File: config.mk
export PLATFORM = sky130hd
export DESIGN_NAME = register_file
export DESIGN_NICKNAME = d
export VERILOG_FILES = /design/src/source/register_file.sv
export VERILOG_INCLUDE_DIRS = /design/src /design/src/include
export SDC_FILE = /design/constraint.sdc
export NUM_CORES = 2
export LEC_CHECK = 0
export BUFFER_PORTS_ARGS = -buffer_cell sky130_fd_sc_hd__buf_2
export CAP_MARGIN = 0
export CELL_PAD_IN_SITES_DETAIL_PLACEMENT = 0
export CELL_PAD_IN_SITES_GLOBAL_PLACEMENT = 1
export CORE_MARGIN = 1
export CORE_UTILIZATION = 47
export DETAILED_ROUTE_END_ITERATION = 8
export PLACE_DENSITY = 0.79
export SLEW_MARGIN = 20
export SYNTH_ARGS = -nofsm -noshare
export SYNTH_HDL_FRONTEND = slang
export SYNTH_SLANG_ARGS = --single-unit
File: constraint.sdc
create_clock -name clk -period 8 [get_ports clk]
set_input_delay 2 -clock clk [delete_from_list [all_inputs] [get_ports clk]]
set_output_delay 2 -clock clk [all_outputs]
set_load 0.01 [all_outputs]
File: src/include/backend_settings.svh
`ifndef BACKEND_SETTINGS_SVH
`define BACKEND_SETTINGS_SVH

// Integer data path width
`define BE_XLEN 64

// Architectural register file
`define BE_NUM_REGS 32
`define BE_REG_IDX_W 5

// Data-memory port, byte address
`define BE_ADDR_W 32

// One strobe bit per byte of a doubleword
`define BE_STRB_W 8

`endif

File: src/source/register_file.sv
`timescale 1ns/1ps
`default_nettype none

`include "backend_settings.svh"

module register_file (
    input  logic                     clk,
    input  logic                     rst_n,
    input  logic [`BE_REG_IDX_W-1:0] rs1_idx,
    input  logic [`BE_REG_IDX_W-1:0] rs2_idx,
    input  logic [`BE_REG_IDX_W-1:0] wr_idx,
    input  logic                     wr_en,
    input  logic [`BE_XLEN-1:0]      wr_data,
    output logic [`BE_XLEN-1:0]      rs1_data,
    output logic [`BE_XLEN-1:0]      rs2_data
);

    logic [`BE_XLEN-1:0] regs [0:`BE_NUM_REGS-1];

    always_ff @(posedge clk or negedge rst_n) begin
        if (!rst_n) begin
            for (int i = 0; i < `BE_NUM_REGS; i++) begin
                regs[i] <= '0;
            end
        end else if (wr_en) begin
            regs[wr_idx] <= wr_data;
        end
    end

    // x0 is hardwired to zero
    assign rs1_data = (rs1_idx == '0) ? '0 : regs[rs1_idx];
    assign rs2_data = (rs2_idx == '0) ? '0 : regs[rs2_idx];

endmodule

`default_nettype wire

# Word-level counts from Yosys, hierarchy flattened

Cells that the tools add are included.

Register bits: 2,048
Output and inout port bits: 128

Order comparisons: 4
Muxes and demuxes: 11
Bitwise gates (word level): 3
Reduce and logical (&&, ||, !) cells: 3

Operator list:

| operator             | number |
|---|---|
| $bwmux W2048         | 1 |
| $bmux W64 S5         | 2 |
| $mux W64             | 7 |
| $demux W64 S5        | 1 |
| $ge A6 B6 Y1 const B | 3 |
| $not A5 Y6           | 3 |
| $logic_not A5 Y1     | 2 |
| $lt A6 B1 Y1 const B | 1 |
| $logic_and A1 B1 Y1  | 1 |

# Logic depth before layout (Yosys ltp)

Word-level depth: 6
Mapped depth: 10

# Least setup slack after synthesis

OpenSTA, ideal clock, no wires.

Kind: input-to-output
Start: in rs2_idx[0]
End: out rs2_data[18]
Arrival time: 3,696 ps
Required time: 6,000 ps
Path slack: 2,304 ps
Stages: 9
Path buffers: 5
Path through: buf_4 > buf_8 > buf_6 > buf_8 > buf_6 > mux2i_1 > o22ai_1 > nor3_1 > a2111oi_0

Cells in the longest elaborated chain, start to end: 5

Ends and longest elaborated chain:

| item                                        | line                | text |
|---|---|---|
| start, declared                             | register_file.sv:10 | `` input logic [`BE_REG_IDX_W-1:0] rs2_idx, `` |
| $not A5 Y6 (not written as such)            | register_file.sv:32 | `assign rs2_data = (rs2_idx == '0) ? '0 : regs[rs2_idx];` |
| $bmux W64 S5                                | register_file.sv:32 |  |
| $mux W64 (not written as such) (2 in a row) | register_file.sv:32 |  |
| $mux W64 *                                  | register_file.sv:32 |  |
| end, declared                               | register_file.sv:15 | `` output logic [`BE_XLEN-1:0] rs2_data `` |

Mark *: on every way between the ends. The rest lies on a longest branch, timed or not. The select of a mux whose other input is x is not followed.

# Final worst setup path

Start: in rs2_idx[0]
End: out rs2_data[0]

The elaborated chain is that of the path after synthesis.

==> summary.md <==
| Metric | Value |
|---|---|
| Layout fillers | 18588 |
| Grt total ovfl | 0 |
| Area growth syn-to-layout | 10.21% |
| Post-CTS Resized | 0 |
| Residual DRC | 0 |
| Final Cycle Share | between 90% and 100% |
| Total track usage | 30.11% |
| Data arrival, critical path | ~5.4 ns |
| CTS Sinks | 2048 |
| PD cells | 255.5 mW/mm^2 |
| Most used DFF post-synth | dfrtp_1 |
| Die Ht | 484.5 um |
| Final nets | 6994 |
| TritonCTS clock tree | done |
| CP startpoint kind | input pin |
| Post-Syn Nets | 7118 |
| First-pass DRT Iterations | 7 |
| Detailed Place HPWL | 200800 um |
| Largest Register | regs |
| Unrepaired setup endpoints after global routing | no |
| FF-to-FF path depth | 1 |
| Most common cell after layout, fill and taps aside | mux2_2 |
| Regs by FF count | regs x2048 |
| CTS max path bufs | 3 |
| TNS Setup | 0 ns |
| Core ar. | 0.2308 sq mm |
| Skew final | 0 ns |
| Flops & latches, synth | 2048 |
| Count of flip-flops with a built-in enable after synthesis | 0 |
| Post-DRT Antenna Nets | 0 |
| YS warnings | 0 |
| Hold buffers post-CTS | 0 |
| Port Buffers | around 210 |
| Leakage Power | 52.59 nW |
| Setup Fix Bufs, Post-CTS | 0 |
| Max_slew headroom | 20.54% |
| CTS root buf | clkbuf_16 |
| Worst R2R Setup Slack | 7.03 ns |
| Largest net degree at the start of global routing | 168 |
| Die width | 484.5 um |
| Hold crit path type | register to register |
| Hold Fails Final Rpt | 0 |
| Worst r2r src | regs[1787]$_DFFE_PN0P_ |
| Outcome | complete, no violations |
| 1st-iter DRT viols | ~7000 |
| RR Endpoint | regs[1787]$_DFFE_PN0P_ |
| CP Capture Type | output pin |
| WHS Endpoint | regs[2043]$_DFFE_PN0P_ |
| Wire per inst | roughly 35 um |
| Sequential cell area fraction in the yosys report | a little under half |
| Total number of vias | 68921 |
| Post-synth ARST share | between 90% and 100% |
| Netlist cell types | 52 |
| Max reg flops | 2048 |
| First-pass GRT wire length | 514800 um |
| Most frequent cells in the layout | mux2_2 (2096), dfrtp_1 (2048), mux4_2 (938) |
| Crit path max fanout | 80 |
| Max-Cap Viols | 0 |
| Setup CP Type | input pin to output pin |
| Synthesized area | about 0.11 sq mm |
| Routed wire length | 352900 um |
| Worst VDD drop | between 0.2 and 0.3 mV |
| Clk slew on worst S/H paths | 0.06 ns |
| Later-pin clock latency in the skew report | 0.87 ns |
| Number of global-route vias before repair | 71506 |
| TritonCTS buffer count | 209 |
| RD Place Congestion | 0.8405 |
| Initial core utilization | 47.41% |
| Mean Syn Cell Area | 15.55 sq um |
| Setup-failing EPs final | 0 |
| Cell Rows | 176 |
| Worst path required time | around 6.0 ns |
| Post-synthesis cell count | about 7000 |
| H-tree Lvls | 4 |
| Hold depth | 1 |
| Layout cells sized above 1 | 55.09% |
| Final min period | between 7 and 8 ns |
| Post-route setup slack | 0.6058 ns |
| Worst slack after detailed placement | 0.5195 ns |
| Die area | about 0.23 sq mm |
| Initial antenna violation count | 54 |
| Final Slew Violations | 0 |
| I/O Pins | 210 |
| Worst-margin pin slew | 1.192 ns |
| Via/cell ratio | around 6.8 |
| Fmax | approximately 140 MHz |
| Min-Delay Startpoint | regs[2043]$_DFFE_PN0P_ |
==> cell type report <==
class	instances	area [sq um]	share of cell area [%]
tap	3026	3786	3.140
antenna	36	90.09	0.07470
clock inverter	84	987.2	0.8186
inverter	2	7.507	0.006225
clock buffer	309	6251	5.184
timing repair buffer	412	3428	2.843
sequential	2048	51250	42.50
multi-input combinational	4239	54790	45.44
==> cell usage after synthesis, types with 36 or more instances <==
cell type     n  area share (%)
buf_6        49            0.50
clkbuf_1    295             1.0
mux2_2     2096              22
dfrtp_1    2048              47
nor2b_1      46            0.26
or2_2        46            0.26
mux2i_1     541             4.9
mux4_2      938              19
buf_2       313             1.4
o22ai_1     190             1.1
buf_4        51            0.35
buf_1        36            0.12
==> power breakdown <==
| part | switching (mW) | leakage, nW | internal [mW] |
|---|---|---|---|
| clock | 4.34 | 3.56 | 5.98 |
| combinational | 2.71 | 22.8 | 3.88 |
| sequential | 1.50 | 26.2 | 12.4 |
| total | 8.55 | 52.6 | 22.3 |
==> critical path: stages <==
cell	delay, ns
buf_8	0.68
buf_4	0.66
mux4_2	0.34
mux2i_1	0.09
or2_2	0.30
a311oi_1	0.91
buf_2	0.29
==> stage by stage <==
stage	cells	hold slack [ns]	utilization (%)	area, sq um	power (mW)
floorplan	7036	0.4747	-	109400	18.43
global placement	9724	0.4841	49.05	113200	20.23
detailed placement	9727	0.4954	49.08	113300	20.57
CTS	10120	0.5091	52.21	120500	30.85
global route	10128	0.5235	52.22	120500	31.97
finish	10156	0.5098	52.25	120600	30.81
==> how the worst max path moves through the flow <==
stage               slack (ns)        from           end
floorplan                 2.30  rs2_idx[0]  rs2_data[18]
global placement          0.37  rs2_idx[0]  rs2_data[18]
detailed placement        0.52  rs2_idx[0]   rs2_data[0]
CTS                       0.54  rs2_idx[0]   rs2_data[0]
global route              0.47  rs2_idx[0]   rs2_data[0]
finish                    0.61  rs2_idx[0]   rs2_data[0]
==> kinds of logic after synthesis <==
group	synth area share, %
AO/OA/AOI/OAI	2.279
buffers and inverters	3.469
flip-flops	46.84
multiplexers	45.83
AND/OR/NAND/NOR	1.587
==> routing by layer <==
metal  up-vias  wire length [um]  track usage [%]
met5         -               164                0
met3       847             28060            6.518
met2      3142            166600            47.57
met1     37785            140500            39.75
li1      27119                 -                -
met4        28             17580            14.00
No activity file was read; power rests on OpenSTA's default activity.
