**config.mk**
```make
export PLATFORM = sky130hd
export DESIGN_NAME = backend_fsm
export DESIGN_NICKNAME = d
export VERILOG_FILES = /design/src/source/backend_pkg.sv /design/src/source/backend_fsm.sv
export VERILOG_INCLUDE_DIRS = /design/src /design/src/include
export SDC_FILE = /design/constraint.sdc
export NUM_CORES = 1
export LEC_CHECK = 0
export BUFFER_PORTS_ARGS = -buffer_cell sky130_fd_sc_hd__buf_4
export CAP_MARGIN = 20
export CORE_AREA = 4 4 135 137
export DETAILED_ROUTE_END_ITERATION = 16
export DIE_AREA = 0 0 139 141
export GPL_ROUTABILITY_DRIVEN = 0
export PLACE_DENSITY = 0.33
export SLEW_MARGIN = 20
export SYNTH_ARGS = -nofsm -noshare
export SYNTH_HDL_FRONTEND = slang
export SYNTH_SLANG_ARGS = --single-unit
```
**constraint.sdc**
```tcl
create_clock -name clk -period 1.25 [get_ports clk]
set_input_delay 0.0625 -clock clk [delete_from_list [all_inputs] [get_ports clk]]
set_output_delay 0.0625 -clock clk [all_outputs]
set_load 0.05 [all_outputs]
```
**src/include/backend_settings.svh**
```systemverilog
`ifndef BACKEND_SETTINGS_SVH
`define BACKEND_SETTINGS_SVH

// Integer data path width
`define BE_XLEN 64

// Architectural register file
`define BE_NUM_REGS 32
`define BE_REG_IDX_W 5

// Data-memory port, byte address
`define BE_ADDR_W 32

// One strobe bit per byte of a doubleword
`define BE_STRB_W 8

`endif

```
**src/source/backend_pkg.sv**
```systemverilog
`default_nettype none

`include "backend_settings.svh"

package backend_pkg;

    // RV64 major opcodes handled by the back end
    typedef enum logic [6:0] {
        LUI    = 7'b0110111,
        AUIPC  = 7'b0010111,
        OP_IMM = 7'b0010011,
        OP     = 7'b0110011,
        BRANCH = 7'b1100011,
        JAL    = 7'b1101111,
        JALR   = 7'b1100111,
        LOAD   = 7'b0000011,
        STORE  = 7'b0100011
    } opcode_e;

    typedef enum logic [3:0] {
        IDLE,
        ISSUE,
        EXECUTE,
        MEM_ACCESS,
        MEM_WAIT,
        WRITEBACK
    } backend_state_e;

    // Immediate arrives already sign-extended from the decoder
    typedef struct packed {
        logic [`BE_XLEN-1:0]      pc;
        opcode_e                  opcode;
        logic [`BE_REG_IDX_W-1:0] rd;
        logic [`BE_REG_IDX_W-1:0] rs1;
        logic [`BE_REG_IDX_W-1:0] rs2;
        logic [2:0]               funct3;
        logic [6:0]               funct7;
        logic [`BE_XLEN-1:0]      imm;
    } decoded_instr_t;

    typedef struct packed {
        logic [`BE_XLEN-1:0]      result;
        logic [`BE_REG_IDX_W-1:0] rd;
        logic                     reg_we;
        logic                     mem_re;
        logic                     mem_we;
        logic [2:0]               mem_size;
        logic [`BE_XLEN-1:0]      mem_addr;
        logic [`BE_XLEN-1:0]      store_data;
        logic                     branch_taken;
        logic [`BE_XLEN-1:0]      branch_target;
    } exec_result_t;

    typedef struct packed {
        logic                stall;
        logic                redirect;
        logic [`BE_XLEN-1:0] redirect_pc;
    } backend_ctrl_t;

    typedef struct packed {
        logic [`BE_ADDR_W-1:0] addr;
        logic [`BE_XLEN-1:0]   wdata;
        logic [`BE_STRB_W-1:0] wstrb;
        logic                  we;
    } dmem_req_t;

    typedef struct packed {
        logic [`BE_XLEN-1:0] data;
        logic                error;
    } dmem_resp_t;

endpackage

`default_nettype wire

```
**src/source/backend_fsm.sv**
```systemverilog
`timescale 1ns/1ps
`default_nettype none

module backend_fsm import backend_pkg::*; (
    input  logic           clk,
    input  logic           rst_n,
    input  logic           frontend_valid,
    input  exec_result_t   exec_result,
    input  logic           dmem_ready,
    input  logic           dmem_resp_valid,
    input  logic           dmem_resp_error,
    output backend_state_e state,
    output logic           issue_en,
    output logic           exec_en,
    output logic           mem_req_active,
    output logic           wb_en,
    output backend_ctrl_t  backend_ctrl,
    output logic           instr_retired,
    output logic           mem_fault
);

    backend_state_e next_state;
    logic           is_mem;

    // Memory flags are valid from the ISSUE cycle on
    assign is_mem = exec_result.mem_re || exec_result.mem_we;

    always_comb begin
        next_state = state;
        case (state)
            IDLE: begin
                if (frontend_valid) begin
                    next_state = ISSUE;
                end
            end
            ISSUE: next_state = EXECUTE;
            EXECUTE: next_state = is_mem ? MEM_ACCESS : WRITEBACK;
            MEM_ACCESS: begin
                if (dmem_ready) begin
                    next_state = MEM_WAIT;
                end
            end
            MEM_WAIT: begin
                if (dmem_resp_valid) begin
                    next_state = dmem_resp_error ? IDLE : WRITEBACK;
                end
            end
            WRITEBACK: next_state = IDLE;
            default: next_state = IDLE;
        endcase
    end

    always_ff @(posedge clk or negedge rst_n) begin
        if (!rst_n) begin
            state <= IDLE;
        end else begin
            state <= next_state;
        end
    end

    assign issue_en       = (state == IDLE) && frontend_valid;
    assign exec_en        = (state == EXECUTE);
    assign mem_req_active = (state == MEM_ACCESS);

    // x0 writes are filtered here
    assign wb_en = (state == WRITEBACK) && exec_result.reg_we && (exec_result.rd != '0);

    assign instr_retired = (state == WRITEBACK);
    assign mem_fault     = (state == MEM_WAIT) && dmem_resp_valid && dmem_resp_error;

    always_comb begin
        backend_ctrl.stall       = (state != IDLE);
        backend_ctrl.redirect    = (state == WRITEBACK) && exec_result.branch_taken;
        backend_ctrl.redirect_pc = backend_ctrl.redirect ? exec_result.branch_target : '0;
    end

endmodule

`default_nettype wire

```
# --- Yosys cells after proc, flatten, opt, wreduce, memory -nomap -nowiden ---
# Index checks and enable logic that the tools add are counted.
word_totals:
  out_inout_bits: 76
  elab_cells: 27
  in_bits: 274
  reg_bits: 4
op_classes:
  n_reduce_logical: 11
  mux: 7
  eq_ne: 8
op_table:
  columns: ["operator", "n"]
  rows:
  - ["$mux W64", 1]
  - ["$pmux W4 S5", 1]
  - ["$mux W4", 3]
  - ["$eq A4 B2 Y1 const B", 2]
  - ["$eq A4 B3 Y1 const B", 2]
  - ["$logic_and A1 B1 Y1", 6]
  - ["$mux W3", 2]
  - ["$ne A2 B2 Y1 const B", 3]
  - ["$reduce_bool A5 Y1", 1]
  - ["$eq A4 B1 Y1 const B", 1]
  - ["$logic_not A4 Y1", 1]
  - ["$reduce_bool A4 Y1", 1]
  - ["$reduce_and A3 Y1", 1]
  - ["$logic_or A1 B1 Y1", 1]

# --- Logic depth before layout (Yosys ltp) ---
depth:
  depth_word: 3
  ltp_mapped: 5
  mapped_depth_nobuf: 3

# --- Worst setup path after synthesis ---
# Ideal clock, no wire load.
synth_path:
  path_kind: "register -> output"
  from: "reg state[1]"
  to: "out issue_en"
  slack_ps: -832
  stages_incl_launch_ff: 3
  required_time_ps: 1188
  arrival_time_ps: 2020
  n_path_buf: 0
  cell_sequence: "dfrtp_1 or3_1 nor2_1"
synth_between:
  elab_chain_cells: 2
synth_rtl:
  columns: ["element", "line", "text"]
  rows:
  - ["from (decl)", "backend_fsm.sv:12", "output backend_state_e state,"]
  - ["from (signal assigned)", "backend_fsm.sv:57", "state <= next_state;"]
  - ["$logic_not A4 Y1", "backend_fsm.sv:61", "assign issue_en = (state == IDLE) && frontend_valid;"]
  - ["$logic_and A1 B1 Y1", "backend_fsm.sv:61", null]
  - ["to (decl)", "backend_fsm.sv:13", "output logic issue_en,"]
# Every way passes these cells.

==> results_dict.tcl <==
set metrics [dict create \
    worstReg2RegStart "state[1]" \
    r2r_slack_ns 0.07 \
    path_max_fanout 24 \
    area_growth_pct 325 \
    ys_ff_latch 3 \
    hpwl_mm 4.92 \
    worst_slack_ns -0.300 \
    multiInputGateArea_sq_um 762 \
    run_status "complete, but fails checks" \
    die_w_um 139 \
    diodes 0 \
    min_period_ns 1.55 \
    start_util_pct 4.18 \
    grt_pass1_vias 1417 \
    design_area_sq_um 3030 \
    min_to "state[0]" \
    required_ns 1.19 \
    synth_xor_xnor_area_share_pct 0 \
    yosysTopAreaCell "and2_1" \
    fillers 1905 \
    wl_per_cell_um 11.6 \
    p_per_area_nw_per_um2 1090 \
    core_area_sq_um 17100 \
    synth_most_common_cell "and2_1" \
    max-cap-violations 0 \
    synth-compound-area-share_pct 7.54 \
    place_area_sq_um 2340 \
    largest_reg_flops 3 \
    synth_edf_count 0 \
    routed_wl_mm 5.66 \
    synth_cells 101 \
    clk_pin_slew_ns 0.03 \
    clock_tree.root_cell "clkbuf_16" \
    ff2ff_path_depth 6 \
    final_antenna_net_count 0 \
    grt_max_degree 25 \
    dp_slack_ns -0.111 \
    max_freq_mhz 645 \
    hold_path.class "in -> reg" \
    io_pins 350 \
    clock-sinks 3 \
    drc 0 \
    synth_area_sq_um 713 \
    cp.arrival_ns 1.49 \
    period_share_pct 124 \
    num_rows 48 \
    crit_type "reg -> out" \
    numCtsBuffers 3 \
    synth.avg_cell_area_sq_um 7.06 \
    htree_levels 1 \
    largestRegisters "state (3)" \
    die_area_sq_um 19600 \
    finish.net_count 537 \
    setup_violations 70 \
    postLayoutCoreUtil_pct 17.8 \
    hold_depth 2 \
    finalSetupTns_ns -18.96 \
    drt-initial-drc-count 18 \
    synth-simple-area-share_pct 68.6 \
    slowest_stage "dfrtp_2" \
    yosys.area.top_type_share_pct 57.9 \
    hold_violations 0 \
    ys_seq_area_share_pct 10.5 \
    register_area_sq_um 78.8 \
    grt_setup_unrepaired "yes" \
    yosysWarnings 0 \
    holdWs_ns 0.0491 \
    violations "negative setup slack" \
    synth_fa_ha_area_share_pct 0 \
    overflow 0 \
    setup.worst_path.start_class "flop" \
    firstDrtPassIters 4 \
    syn-num-nets 375 \
    track_usage_pct 5.32 \
    cts_buffer_depth 2 \
    min_from "dmem_resp_error" \
    cpPeakStageDelay_ns 0.41 \
    synthMuxAreaShare_pct 0 \
    synth_common_cells "and2_1, buf_6, nand2_1" \
    critPathCaptureType "output port" \
    antenna_found_initial 0 \
    portBuffers 153 \
    regMostFlops "state" \
    cellLeakagePower_nw 1.41 \
    clock_latency_ns 0.22 \
    cp_cell_sequence "nor2b_4 > and3_4 > buf_12 > and2_2 > buf_8" \
    vdd_ir_drop_max_v 0.00109 \
    die_h_um 141 \
    synth.lib_cells_used.distinct 21 \
    skew_ns 0.000555 \
    synth_area_leaders "and2_1, dfrtp_1, buf_6" \
    postSynth.asyncResetShare_pct 100 \
    drive_gt1_share_pct 93.5 \
    vias 1305 \
    vias_per_cell 2.68 \
    worstReg2RegEnd "state[0]" \
    grt_pass1_wl_mm 8.22 \
    cts_tree "yes" \
    synth_top_family_by_area "simple AND/OR/NAND/NOR gates" \
    synth_top_flop_cell "dfrtp_1" \
    maxSlewViolCount 0 \
]
## stage by stage
step	power, mW	cells
final	3.32	487
after global routing	3.47	487
after CTS	3.24	484
after detailed placement	2.36	478
after global placement	2.38	478
after floorplan	1.61	101
## final cells by class
cell class	count	area share [%]
inverter	3	0.371
timing repair buffer	165	60.0
tap	225	9.29
clock buffer	4	2.60
sequential	3	2.60
multi-input combinational	87	25.1
## power breakdown
group	internal [mW]	switching [mW]	leakage, nW	total [mW]
clock network	0.421	0.0881	0.0382	0.509
registers	0.157	0.0440	0.0338	0.201
logic	1.17	1.44	1.34	2.61
total	1.75	1.57	1.41	3.32
## how the worst max path moves through the flow
stage             start  slack, ns                to
6_report       state[1]      -0.30  backend_ctrl[63]
3_5_place_dp   state[1]      -0.11  backend_ctrl[39]
3_3_place_gp   state[1]      -0.08  backend_ctrl[39]
4_1_cts        state[1]      -0.33  backend_ctrl[63]
5_1_grt        state[1]      -0.36   backend_ctrl[1]
2_1_floorplan  state[2]      -0.23  backend_ctrl[10]
## routing by layer
layer | global-route usage, % | part of all wire, % | wire length, um | vias up
met5 | 0 | 0 | 0 | -
met4 | 0.927 | 0.58 | 33 | 0
met3 | 2.27 | 12 | 677 | 4
met2 | 9.41 | 51 | 2890 | 89
met1 | 6.07 | 36 | 2060 | 580
li1 | - | - | - | 632
## layout by cell type (no fill, tap or decap), types with 2 or more instances in the layout
master / netlist / layout
and2_2: 0 / 5
and2_4: 0 / 60
and3_4: 1 / 2
buf_12: 0 / 3
buf_4: 1 / 86
buf_6: 6 / 6
buf_8: 0 / 69
clkbuf_16: 0 / 3
dfrtp_2: 0 / 3
inv_1: 3 / 3
nand2_1: 4 / 4
nor2_4: 0 / 3
## critical path, delay by kind of cell (launching register included)
kind	cells	cell delay, ns
buffers and inverters	2	0.30
flip-flops	1	0.41
AND/OR/NAND/NOR	3	0.53
## what timing repair did
| action | CTS | global route |
|---|---|---|
| setup endpoints to repair | 72 | 72 |
| gates resized for setup | 140 | 10 |
| pin swaps | 2 | 2 |
| hold buffers | 1 | 0 |
| setup buffers | 1 | 3 |
| endpoints found under the hold margin | 3 | 0 |
## cell families (layout without fill, tap and decap cells)
group / after synthesis / after routing
AND/OR/NAND/NOR: 79 / 79
buffers and inverters: 11 / 172
AO/OA/AOI/OAI: 7 / 7
flip-flops: 3 / 3
other: 1 / 1
(Power assumes the default switching activity.)
