[src/include/backend_settings.svh]
`ifndef BACKEND_SETTINGS_SVH
`define BACKEND_SETTINGS_SVH

// Integer data path width
`define BE_XLEN 64

// Architectural register file
`define BE_NUM_REGS 32
`define BE_REG_IDX_W 5

// Data-memory port, byte address
`define BE_ADDR_W 32

// One strobe bit per byte of a doubleword
`define BE_STRB_W 8

`endif

[src/source/backend_pkg.sv]
`default_nettype none

`include "backend_settings.svh"

package backend_pkg;

    // RV64 major opcodes handled by the back end
    typedef enum logic [6:0] {
        LUI    = 7'b0110111,
        AUIPC  = 7'b0010111,
        OP_IMM = 7'b0010011,
        OP     = 7'b0110011,
        BRANCH = 7'b1100011,
        JAL    = 7'b1101111,
        JALR   = 7'b1100111,
        LOAD   = 7'b0000011,
        STORE  = 7'b0100011
    } opcode_e;

    typedef enum logic [3:0] {
        IDLE,
        ISSUE,
        EXECUTE,
        MEM_ACCESS,
        MEM_WAIT,
        WRITEBACK
    } backend_state_e;

    // Immediate arrives already sign-extended from the decoder
    typedef struct packed {
        logic [`BE_XLEN-1:0]      pc;
        opcode_e                  opcode;
        logic [`BE_REG_IDX_W-1:0] rd;
        logic [`BE_REG_IDX_W-1:0] rs1;
        logic [`BE_REG_IDX_W-1:0] rs2;
        logic [2:0]               funct3;
        logic [6:0]               funct7;
        logic [`BE_XLEN-1:0]      imm;
    } decoded_instr_t;

    typedef struct packed {
        logic [`BE_XLEN-1:0]      result;
        logic [`BE_REG_IDX_W-1:0] rd;
        logic                     reg_we;
        logic                     mem_re;
        logic                     mem_we;
        logic [2:0]               mem_size;
        logic [`BE_XLEN-1:0]      mem_addr;
        logic [`BE_XLEN-1:0]      store_data;
        logic                     branch_taken;
        logic [`BE_XLEN-1:0]      branch_target;
    } exec_result_t;

    typedef struct packed {
        logic                stall;
        logic                redirect;
        logic [`BE_XLEN-1:0] redirect_pc;
    } backend_ctrl_t;

    typedef struct packed {
        logic [`BE_ADDR_W-1:0] addr;
        logic [`BE_XLEN-1:0]   wdata;
        logic [`BE_STRB_W-1:0] wstrb;
        logic                  we;
    } dmem_req_t;

    typedef struct packed {
        logic [`BE_XLEN-1:0] data;
        logic                error;
    } dmem_resp_t;

endpackage

`default_nettype wire

[src/source/execute_unit.sv]
`timescale 1ns/1ps
`default_nettype none

`include "backend_settings.svh"

module execute_unit import backend_pkg::*; (
    input  logic                clk,
    input  logic                rst_n,
    input  logic                issue_en,
    input  logic                exec_en,
    input  decoded_instr_t      frontend_instr,
    input  logic [`BE_XLEN-1:0] rs1_data,
    input  logic [`BE_XLEN-1:0] rs2_data,
    output decoded_instr_t      instr,
    output exec_result_t        exec_result
);

    logic [`BE_XLEN-1:0] op_a;
    logic [`BE_XLEN-1:0] op_b;
    logic                operand_load;
    exec_result_t        res_d;

    // Shared by OP and OP-IMM
    function automatic logic [`BE_XLEN-1:0] alu_op(
        input logic [2:0]          f3,
        input logic                sub,
        input logic                arith,
        input logic [`BE_XLEN-1:0] a,
        input logic [`BE_XLEN-1:0] b
    );
        logic [`BE_XLEN-1:0] r;
        r = '0;
        case (f3)
            3'b000: r = sub ? a - b : a + b;
            3'b001: r = a << b[5:0];
            3'b010: r = {63'b0, $signed(a) < $signed(b)};
            3'b011: r = {63'b0, a < b};
            3'b100: r = a ^ b;
            3'b101: r = arith ? $unsigned($signed(a) >>> b[5:0]) : a >> b[5:0];
            3'b110: r = a | b;
            3'b111: r = a & b;
            default: r = '0;
        endcase
        return r;
    endfunction

    always_comb begin
        res_d               = '0;
        res_d.rd            = instr.rd;
        res_d.mem_size      = instr.funct3;
        res_d.mem_addr      = op_a + instr.imm;
        res_d.store_data    = op_b;
        res_d.branch_target = instr.pc + instr.imm;
        case (instr.opcode)
            LUI: begin
                res_d.result = instr.imm;
                res_d.reg_we = 1'b1;
            end
            AUIPC: begin
                res_d.result = instr.pc + instr.imm;
                res_d.reg_we = 1'b1;
            end
            OP_IMM: begin
                // funct7 only selects SRAI here, ADDI has no subtract form
                res_d.result = alu_op(instr.funct3, 1'b0, instr.funct7[5], op_a, instr.imm);
                res_d.reg_we = 1'b1;
            end
            OP: begin
                res_d.result = alu_op(instr.funct3, instr.funct7[5], instr.funct7[5],
                                      op_a, op_b);
                res_d.reg_we = 1'b1;
            end
            BRANCH: begin
                case (instr.funct3)
                    3'b000: res_d.branch_taken = (op_a == op_b);
                    3'b001: res_d.branch_taken = (op_a != op_b);
                    3'b100: res_d.branch_taken = ($signed(op_a) < $signed(op_b));
                    3'b101: res_d.branch_taken = ($signed(op_a) >= $signed(op_b));
                    3'b110: res_d.branch_taken = (op_a < op_b);
                    3'b111: res_d.branch_taken = (op_a >= op_b);
                    default: res_d.branch_taken = 1'b0;
                endcase
            end
            JAL: begin
                res_d.result       = instr.pc + 64'd4;
                res_d.reg_we       = 1'b1;
                res_d.branch_taken = 1'b1;
            end
            JALR: begin
                res_d.result        = instr.pc + 64'd4;
                res_d.reg_we        = 1'b1;
                res_d.branch_taken  = 1'b1;
                res_d.branch_target = (op_a + instr.imm) & ~64'h1;
            end
            LOAD: begin
                res_d.reg_we = 1'b1;
                res_d.mem_re = 1'b1;
            end
            STORE: res_d.mem_we = 1'b1;
            default: res_d.reg_we = 1'b0;
        endcase
    end

    always_ff @(posedge clk or negedge rst_n) begin
        if (!rst_n) begin
            instr        <= '0;
            op_a         <= '0;
            op_b         <= '0;
            operand_load <= 1'b0;
            exec_result  <= '0;
        end else begin
            operand_load <= issue_en;
            if (issue_en) begin
                instr <= frontend_instr;
                // Early memory flags let the FSM leave EXECUTE on time
                exec_result.mem_re <= (frontend_instr.opcode == LOAD);
                exec_result.mem_we <= (frontend_instr.opcode == STORE);
            end
            // Register file is read in ISSUE from the latched indices
            if (operand_load) begin
                op_a <= rs1_data;
                op_b <= rs2_data;
            end
            if (exec_en) begin
                exec_result <= res_d;
            end
        end
    end

endmodule

`default_nettype wire

[config.mk]
export PLATFORM = sky130hd
export DESIGN_NAME = execute_unit
export DESIGN_NICKNAME = d
export VERILOG_FILES = /design/src/source/backend_pkg.sv /design/src/source/execute_unit.sv
export VERILOG_INCLUDE_DIRS = /design/src /design/src/include
export SDC_FILE = /design/constraint.sdc
export NUM_CORES = 2
export LEC_CHECK = 0
export ABC_CLOCK_PERIOD_IN_PS = 4100
export BUFFER_PORTS_ARGS = -buffer_cell sky130_fd_sc_hd__buf_2
export CELL_PAD_IN_SITES_DETAIL_PLACEMENT = 0
export CELL_PAD_IN_SITES_GLOBAL_PLACEMENT = 1
export CORE_ASPECT_RATIO = 1.5
export CORE_MARGIN = 2
export CORE_UTILIZATION = 30
export CTS_CLUSTER_DIAMETER = 100
export CTS_CLUSTER_SIZE = 30
export DETAILED_ROUTE_END_ITERATION = 10
export PLACE_DENSITY_LB_ADDON = 0.1
export RECOVER_POWER = 50
export SYNTH_ARGS = -nofsm -noshare
export SYNTH_HDL_FRONTEND = slang
export SYNTH_SLANG_ARGS = --single-unit
[constraint.sdc]
create_clock -name clk -period 4.1 [get_ports clk]
set_clock_uncertainty 0.05 [all_clocks]
set_input_delay 0.205 -clock clk [delete_from_list [all_inputs] [get_ports clk]]
set_output_delay 0.205 -clock clk [all_outputs]
set_load 0.005 [all_outputs]
# After elaboration in Yosys (flattened, before gate mapping)
# Index checks and enable logic that the tools add are counted.
[totals]
register_bits = 557
wordCells = 82
[op_classes]
addsub = 5
order_cmp = 6
n_eq_ne = 20
shifts = 6
n_mux = 14
n_bitwise = 6
n_reduce_logical = 4
[op_table]
columns = ["cell", "count"]
rows = [
  ["case mux 64 bit (8 select lines)", 2],
  ["case mux 64 bit (5 select lines)", 1],
  ["less-than comparator 64 bit", 4],
  ["2-to-1 mux 64 bit", 4],
  ["2-to-1 mux 198 bit", 1],
  ["adder 64 bit", 3],
  ["AND 64 bit", 2],
  [">= comparator 64 bit", 2],
  ["OR 64 bit", 2],
  ["<< shifter 64 x 6 -> 64 bit", 2],
  ["right shift 64 x 6 -> 64 bit", 2],
  [">>> shifter 64 x 6 -> 64 bit", 2],
  ["XOR 64 bit", 2],
  ["adder 64 x 3 -> 64 bit, second input constant", 1],
  ["== test 64 bit", 1],
  ["inequality test 64 bit", 1],
  ["subtractor 64 bit", 1],
  ["== test 7 x 6 -> 1 bit, second input constant", 4],
  ["== test 7 bit, second input constant", 3],
  ["== test 7 x 2 -> 1 bit, second input constant", 2],
  ["== test 7 x 5 -> 1 bit, second input constant", 2],
  ["== test 3 bit, second input constant", 4],
  ["OR reduction 7 bit", 1],
  ["== test 3 x 2 -> 1 bit, second input constant", 2],
  ["8 further kinds", 10],
]

# Longest topological paths before layout
[logic_depth]
depth_word = 4
depth_mapped = 20

# Worst setup path before layout
# Ideal clock, no wire load.
[synth_timing]
path_type = "reg2reg"
start = "register instr[4] (netlist name)"
end = "register exec_result[258] (netlist name)"
setup_time_ns = 0.129
arrival_time_ns = 4.388
required_time_ns = 3.921
setup_slack_ns = -0.466
stages_incl_launch_ff = 19
path_buffers = 4
period_less_slack_ns = 4.566
cell_sequence = "dfrtp_1 -> clkbuf_1 -> inv_2 -> buf_1 -> buf_1 -> clkbuf_1 -> ha_1 -> o21ai_1 -> o211a_1 -> o31ai_2 -> a31oi_2 -> o21ai_2 -> a21oi_1 -> o31ai_2 -> a41o_1 -> xor2_1 -> o21ai_1 -> a21oi_1 -> a2111o_1"
[synth_via]
elab_chain_len = 4
word_cells_on_any_way = 8
[synth_lines]
columns = ["element", "line_no", "source"]
rows = [
  ["from (decl)", "execute_unit.sv:14", "output decoded_instr_t instr,"],
  ["from (signal assigned)", "execute_unit.sv:114", "instr <= frontend_instr;"],
  ["branches (longest 3 deep; another with adder 64 bit)", "--", ""],
  ["case mux 64 bit (5 select lines) *", "execute_unit.sv:54", "case (instr.opcode)"],
  ["to (signal assigned)", "execute_unit.sv:125", "exec_result <= res_d;"],
  ["to (decl)", "execute_unit.sv:15", "output exec_result_t exec_result"],
]
# Mark *: on every way between the ends.
# A chain may end at the register's enable or synchronous reset.

# Final worst setup path
[layout_timing]
start = "register instr[0] (netlist name)"
end = "register exec_result[254] (netlist name)"
# Same word-level chain as after synthesis.

==> results.py <==
metrics = {
    "floorplanning": {
        "fp.dieH_um": 568,
        "fp-row-count": 207,
        "dieWidth_um": 380,
        "initial_core_util_pct": 30.1,
        "design.die.area_sq_um": 216000,
        "ios": 720,
        "coreArea_sq_um": 212000,
    },
    "grt": {
        "antenna_found_initial": 52,
        "grt_remaining_overflow": 0,
        "grt_use_total_pct": 45.4,
        "grt_pass1_wl_mm": 684,
        "grt_pass1_vias": 82100,
        "grt_max_degree": 162,
    },
    "yosys": {
        "synth.avg_cell_area_sq_um": 7.63,
        "yosysWarnings": 0,
        "syn-cell-area_sq_um": 63700,
        "synthFlopType": "dfrtp_1",
        "synth-seq-area-share_pct": 21.9,
        "ys_types": 116,
        "syn_inst": 8354,
        "yosys.area_share.simple_pct": 16.7,
        "synth_edf_count": 0,
        "synthMuxAreaShare_pct": 14.9,
        "synthArstFlopShare_pct": 100,
        "synth_compound_area_share_pct": 27.6,
        "ys_seq_elements": 557,
        "synth_top_family_by_area": "compound AO/OA/AOI/OAI gates",
        "synthXorXnorAreaFrac_pct": 3.23,
        "yosys.area_share.adder_pct": 8.96,
        "syn_nets": 9100,
    },
    "routing": {
        "wl_per_cell_um": 37.6,
        "first_iter_violations": 8954,
        "wirelength_mm": 512,
        "avgViaCountPerCell": 6.03,
        "drt_first_pass_iters": 9,
        "drtAntennaViolNets": 0,
        "num_vias": 82200,
        "drc": 0,
    },
    "min_path": {
        "min-delay-start": "frontend_instr[0]",
        "hold_path.class": "in2reg",
    },
    "cts": {
        "clockBufferDepth": 3,
        "cts_tree": "built",
        "cts_buffers": 36,
        "clk_latency_ps": 740,
        "clock-sinks": 557,
        "clk_pin_slew_worst_paths_ps": 130,
        "cts-root-buf": "clkbuf_16",
        "htreeDepth": 2,
    },
    "power_and_ir_drop": {
        "cellPowerDensity_nw_per_um2": 373,
        "ir_drop_mv": 0.470,
        "leakage_nw": 41.5,
    },
    "timing": {
        "worst_pin_slew_ps": 3560,
        "layout_min_cycle_time_ps": 4270,
        "fmax_ghz": 0.234,
        "slew_headroom_pct": -138,
        "finalSetupViolations": 6,
        "final.setup.worst_slack_ps": -170,
        "fin_crit_sh_pct": 104,
        "rsz0062_at_grt": "true",
        "slew_viol_final": 480,
        "hold_viol": 0,
    },
    "worst_setup_path": {
        "timing.rr.start": "instr[0]$_DFFE_PN0P_",
        "ff2ff_path_depth": 16,
        "arrival_ps": 4810,
        "crit_end": "exec_result[254]$_DFFE_PN0P_",
        "critPathLaunch": "instr[0]$_DFFE_PN0P_",
        "path_class": "reg2reg",
        "cp_max_fo": 3,
        "critPathCaptureType": "flop",
        "reg2reg_to": "exec_result[254]$_DFFE_PN0P_",
        "startpoint_type": "flop",
        "worst-r2r-setup-slack_ps": -170,
        "worst_ep_required_time_ps": 4640,
    },
    "final_layout": {
        "seqCellArea_sq_um": 14000,
        "area_growth_pct": 43.7,
        "multi_input_comb_area_sq_um": 48000,
        "fin_nets": 11500,
        "fill_cells": 22200,
        "drive_above_1_share_pct": 33.8,
        "final_core_util_pct": 43.3,
    },
    "placed_design": {
        "io_buffers": 719,
        "dp_slack_ps": -1140,
        "place_congestion": 1.07,
        "hpwl_mm": 414,
    },
    "run_status": {
        "failed_checks": "capacitance limit, slew limit, setup timing",
        "status": "finished with violations",
    },
    "job": {
        "maxCapViolations": 8,
    },
}
layer usage:
layer / GRT usage [%] / vias up / part of all wire (%) / wire, um
li1: - / 35000 / - / -
met1: 50.4 / 40800 / 36 / 185000
met2: 73.2 / 4731 / 45 / 232000
met3: 7.94 / 1527 / 7.1 / 36300
met4: 43.6 / 14 / 12 / 59200
met5: 0 / - / 0.021 / 110
cells by family after synthesis:
group | after synthesis
buf+inv | 1067
flops | 557
mux | 743
fa+ha+maj | 454
xor+xnor | 235
compound gates | 2823
simple gates | 2475
critical path, cell delays in order, from the launching register on:
cell and delay, ps:
dfrtp_4 530, ha_4 190, fa_2 380, a211oi_4 270, buf_6 160, o21ai_4 60
a21oi_4 230, a22oi_2 100, a21oi_2 150, buf_6 160, o31a_1 310, o41a_1 330
xnor2_2 90, mux2i_1 180, o22ai_2 190, a221oi_4 580, o21ai_1 130
layout make-up:
| cell class | instances | share of cell area [%] |
|---|---|---|
| clock buffers | 40 | 1.06 |
| flip-flops and latches | 557 | 15.3 |
| diodes | 27 | 0.0738 |
| multi-input cells | 6730 | 52.4 |
| well taps | 2821 | 3.86 |
| inverters | 340 | 1.41 |
| clock inverters | 25 | 0.459 |
| repair buffers | 3077 | 25.4 |
flip-flops by register name (all words and copies together), names as in the netlist:
signal	cells
instr	160
op_b	64
op_a	64
operand_load	1
exec_result	268
cells in the mapped netlist (all sizes together) (36+ instances only):
cell type	count	area (sq um)
nor3	89	462
a21oi	874	4400
xor2	78	683
a21o	126	946
mux2	306	3450
nand2	1019	3820
nand3	127	636
nor2b	45	282
clkbuf	486	1830
nor4	46	300
a221oi	89	786
o31ai	51	403
inv	333	1250
mux4	135	3040
nor2	873	3280
o21ai	841	4220
o221ai	104	911
o21bai	73	552
a31oi	99	641
xnor2	157	1380
buf	241	1150
ha	450	5630
o211ai	84	636
and2	42	263
mux2i	302	3020
nand2b	36	225
o22ai	37	231
nand4	74	463
a211oi	119	903
dfrtp	557	13900
what timing repair did:
item | CTS | global route
pin swaps | 100 | 127
setup buffers | 34 | 49
hold endpoints to repair | 376 | 0
hold buffers | 297 | 0
cloned | 2 | 6
endpoints found under the setup margin | 88 | 63
resized for setup | 264 | 250
where the power goes:
group / leakage, nW / internal (mW) / switching (mW)
clock network: 0.656 / 1.92 / 2.87
logic: 34.1 / 8.72 / 13.6
registers: 6.73 / 6.30 / 0.760
total: 41.5 / 16.9 / 17.2
placed cells by master (no fill, tap or decap), types with 33 or more instances in the layout:
cell and count:
buf_4 1900, nand2_1 1014, nor2_1 849, a21oi_1 822, o21ai_0 764, buf_2 619, dfrtp_1 536, ha_1 403
inv_1 301, mux2_2 301, dlygate4sd3_1 297, mux2i_1 293, xnor2_1 142, mux4_2 135, a21o_1 124, nand3_1 118
clkbuf_1 105, a211oi_1 102, o221ai_1 102, a31oi_1 89, o211ai_1 83, a221oi_1 78, buf_12 75, nand4_1 74
xor2_1 74, nor3_1 73, o21bai_1 69, o21ai_1 50, buf_6 45, clkbuf_16 44, a21oi_2 43, nor2b_1 42
and2_1 40, o31ai_1 35, nand2b_1 34, nor4_1 33
stage by stage:
step / power [mW] / TNS, ps / cells / cell area (sq um) / hold slack (ps)
3_5_place_dp: 27.6 / -26800 / 13200 / 84000 / 325
2_1_floorplan: 15.7 / -21.2 / 8354 / 63800 / -141
6_report: 34.2 / -377 / 13600 / 91500 / 93.8
5_1_grt: 35.0 / -1500 / 13600 / 91500 / 81.2
4_1_cts: 33.1 / -158 / 13500 / 90000 / 81.7
3_3_place_gp: 27.6 / -25240 / 13200 / 84000 / 347
how the worst min path moves through the flow:
stage	cells past startpoint	end	slack, ps
2_1_floorplan	0	exec_result[0]$_DFFE_PN0P_	-140
3_3_place_gp	1	instr[106]$_DFFE_PN0P_	350
3_5_place_dp	1	instr[104]$_DFFE_PN0P_	320
4_1_cts	3	instr[0]$_DFFE_PN0P_	80
5_1_grt	3	instr[0]$_DFFE_PN0P_	80
6_report	3	instr[0]$_DFFE_PN0P_	90
(Power assumes the default switching activity.)
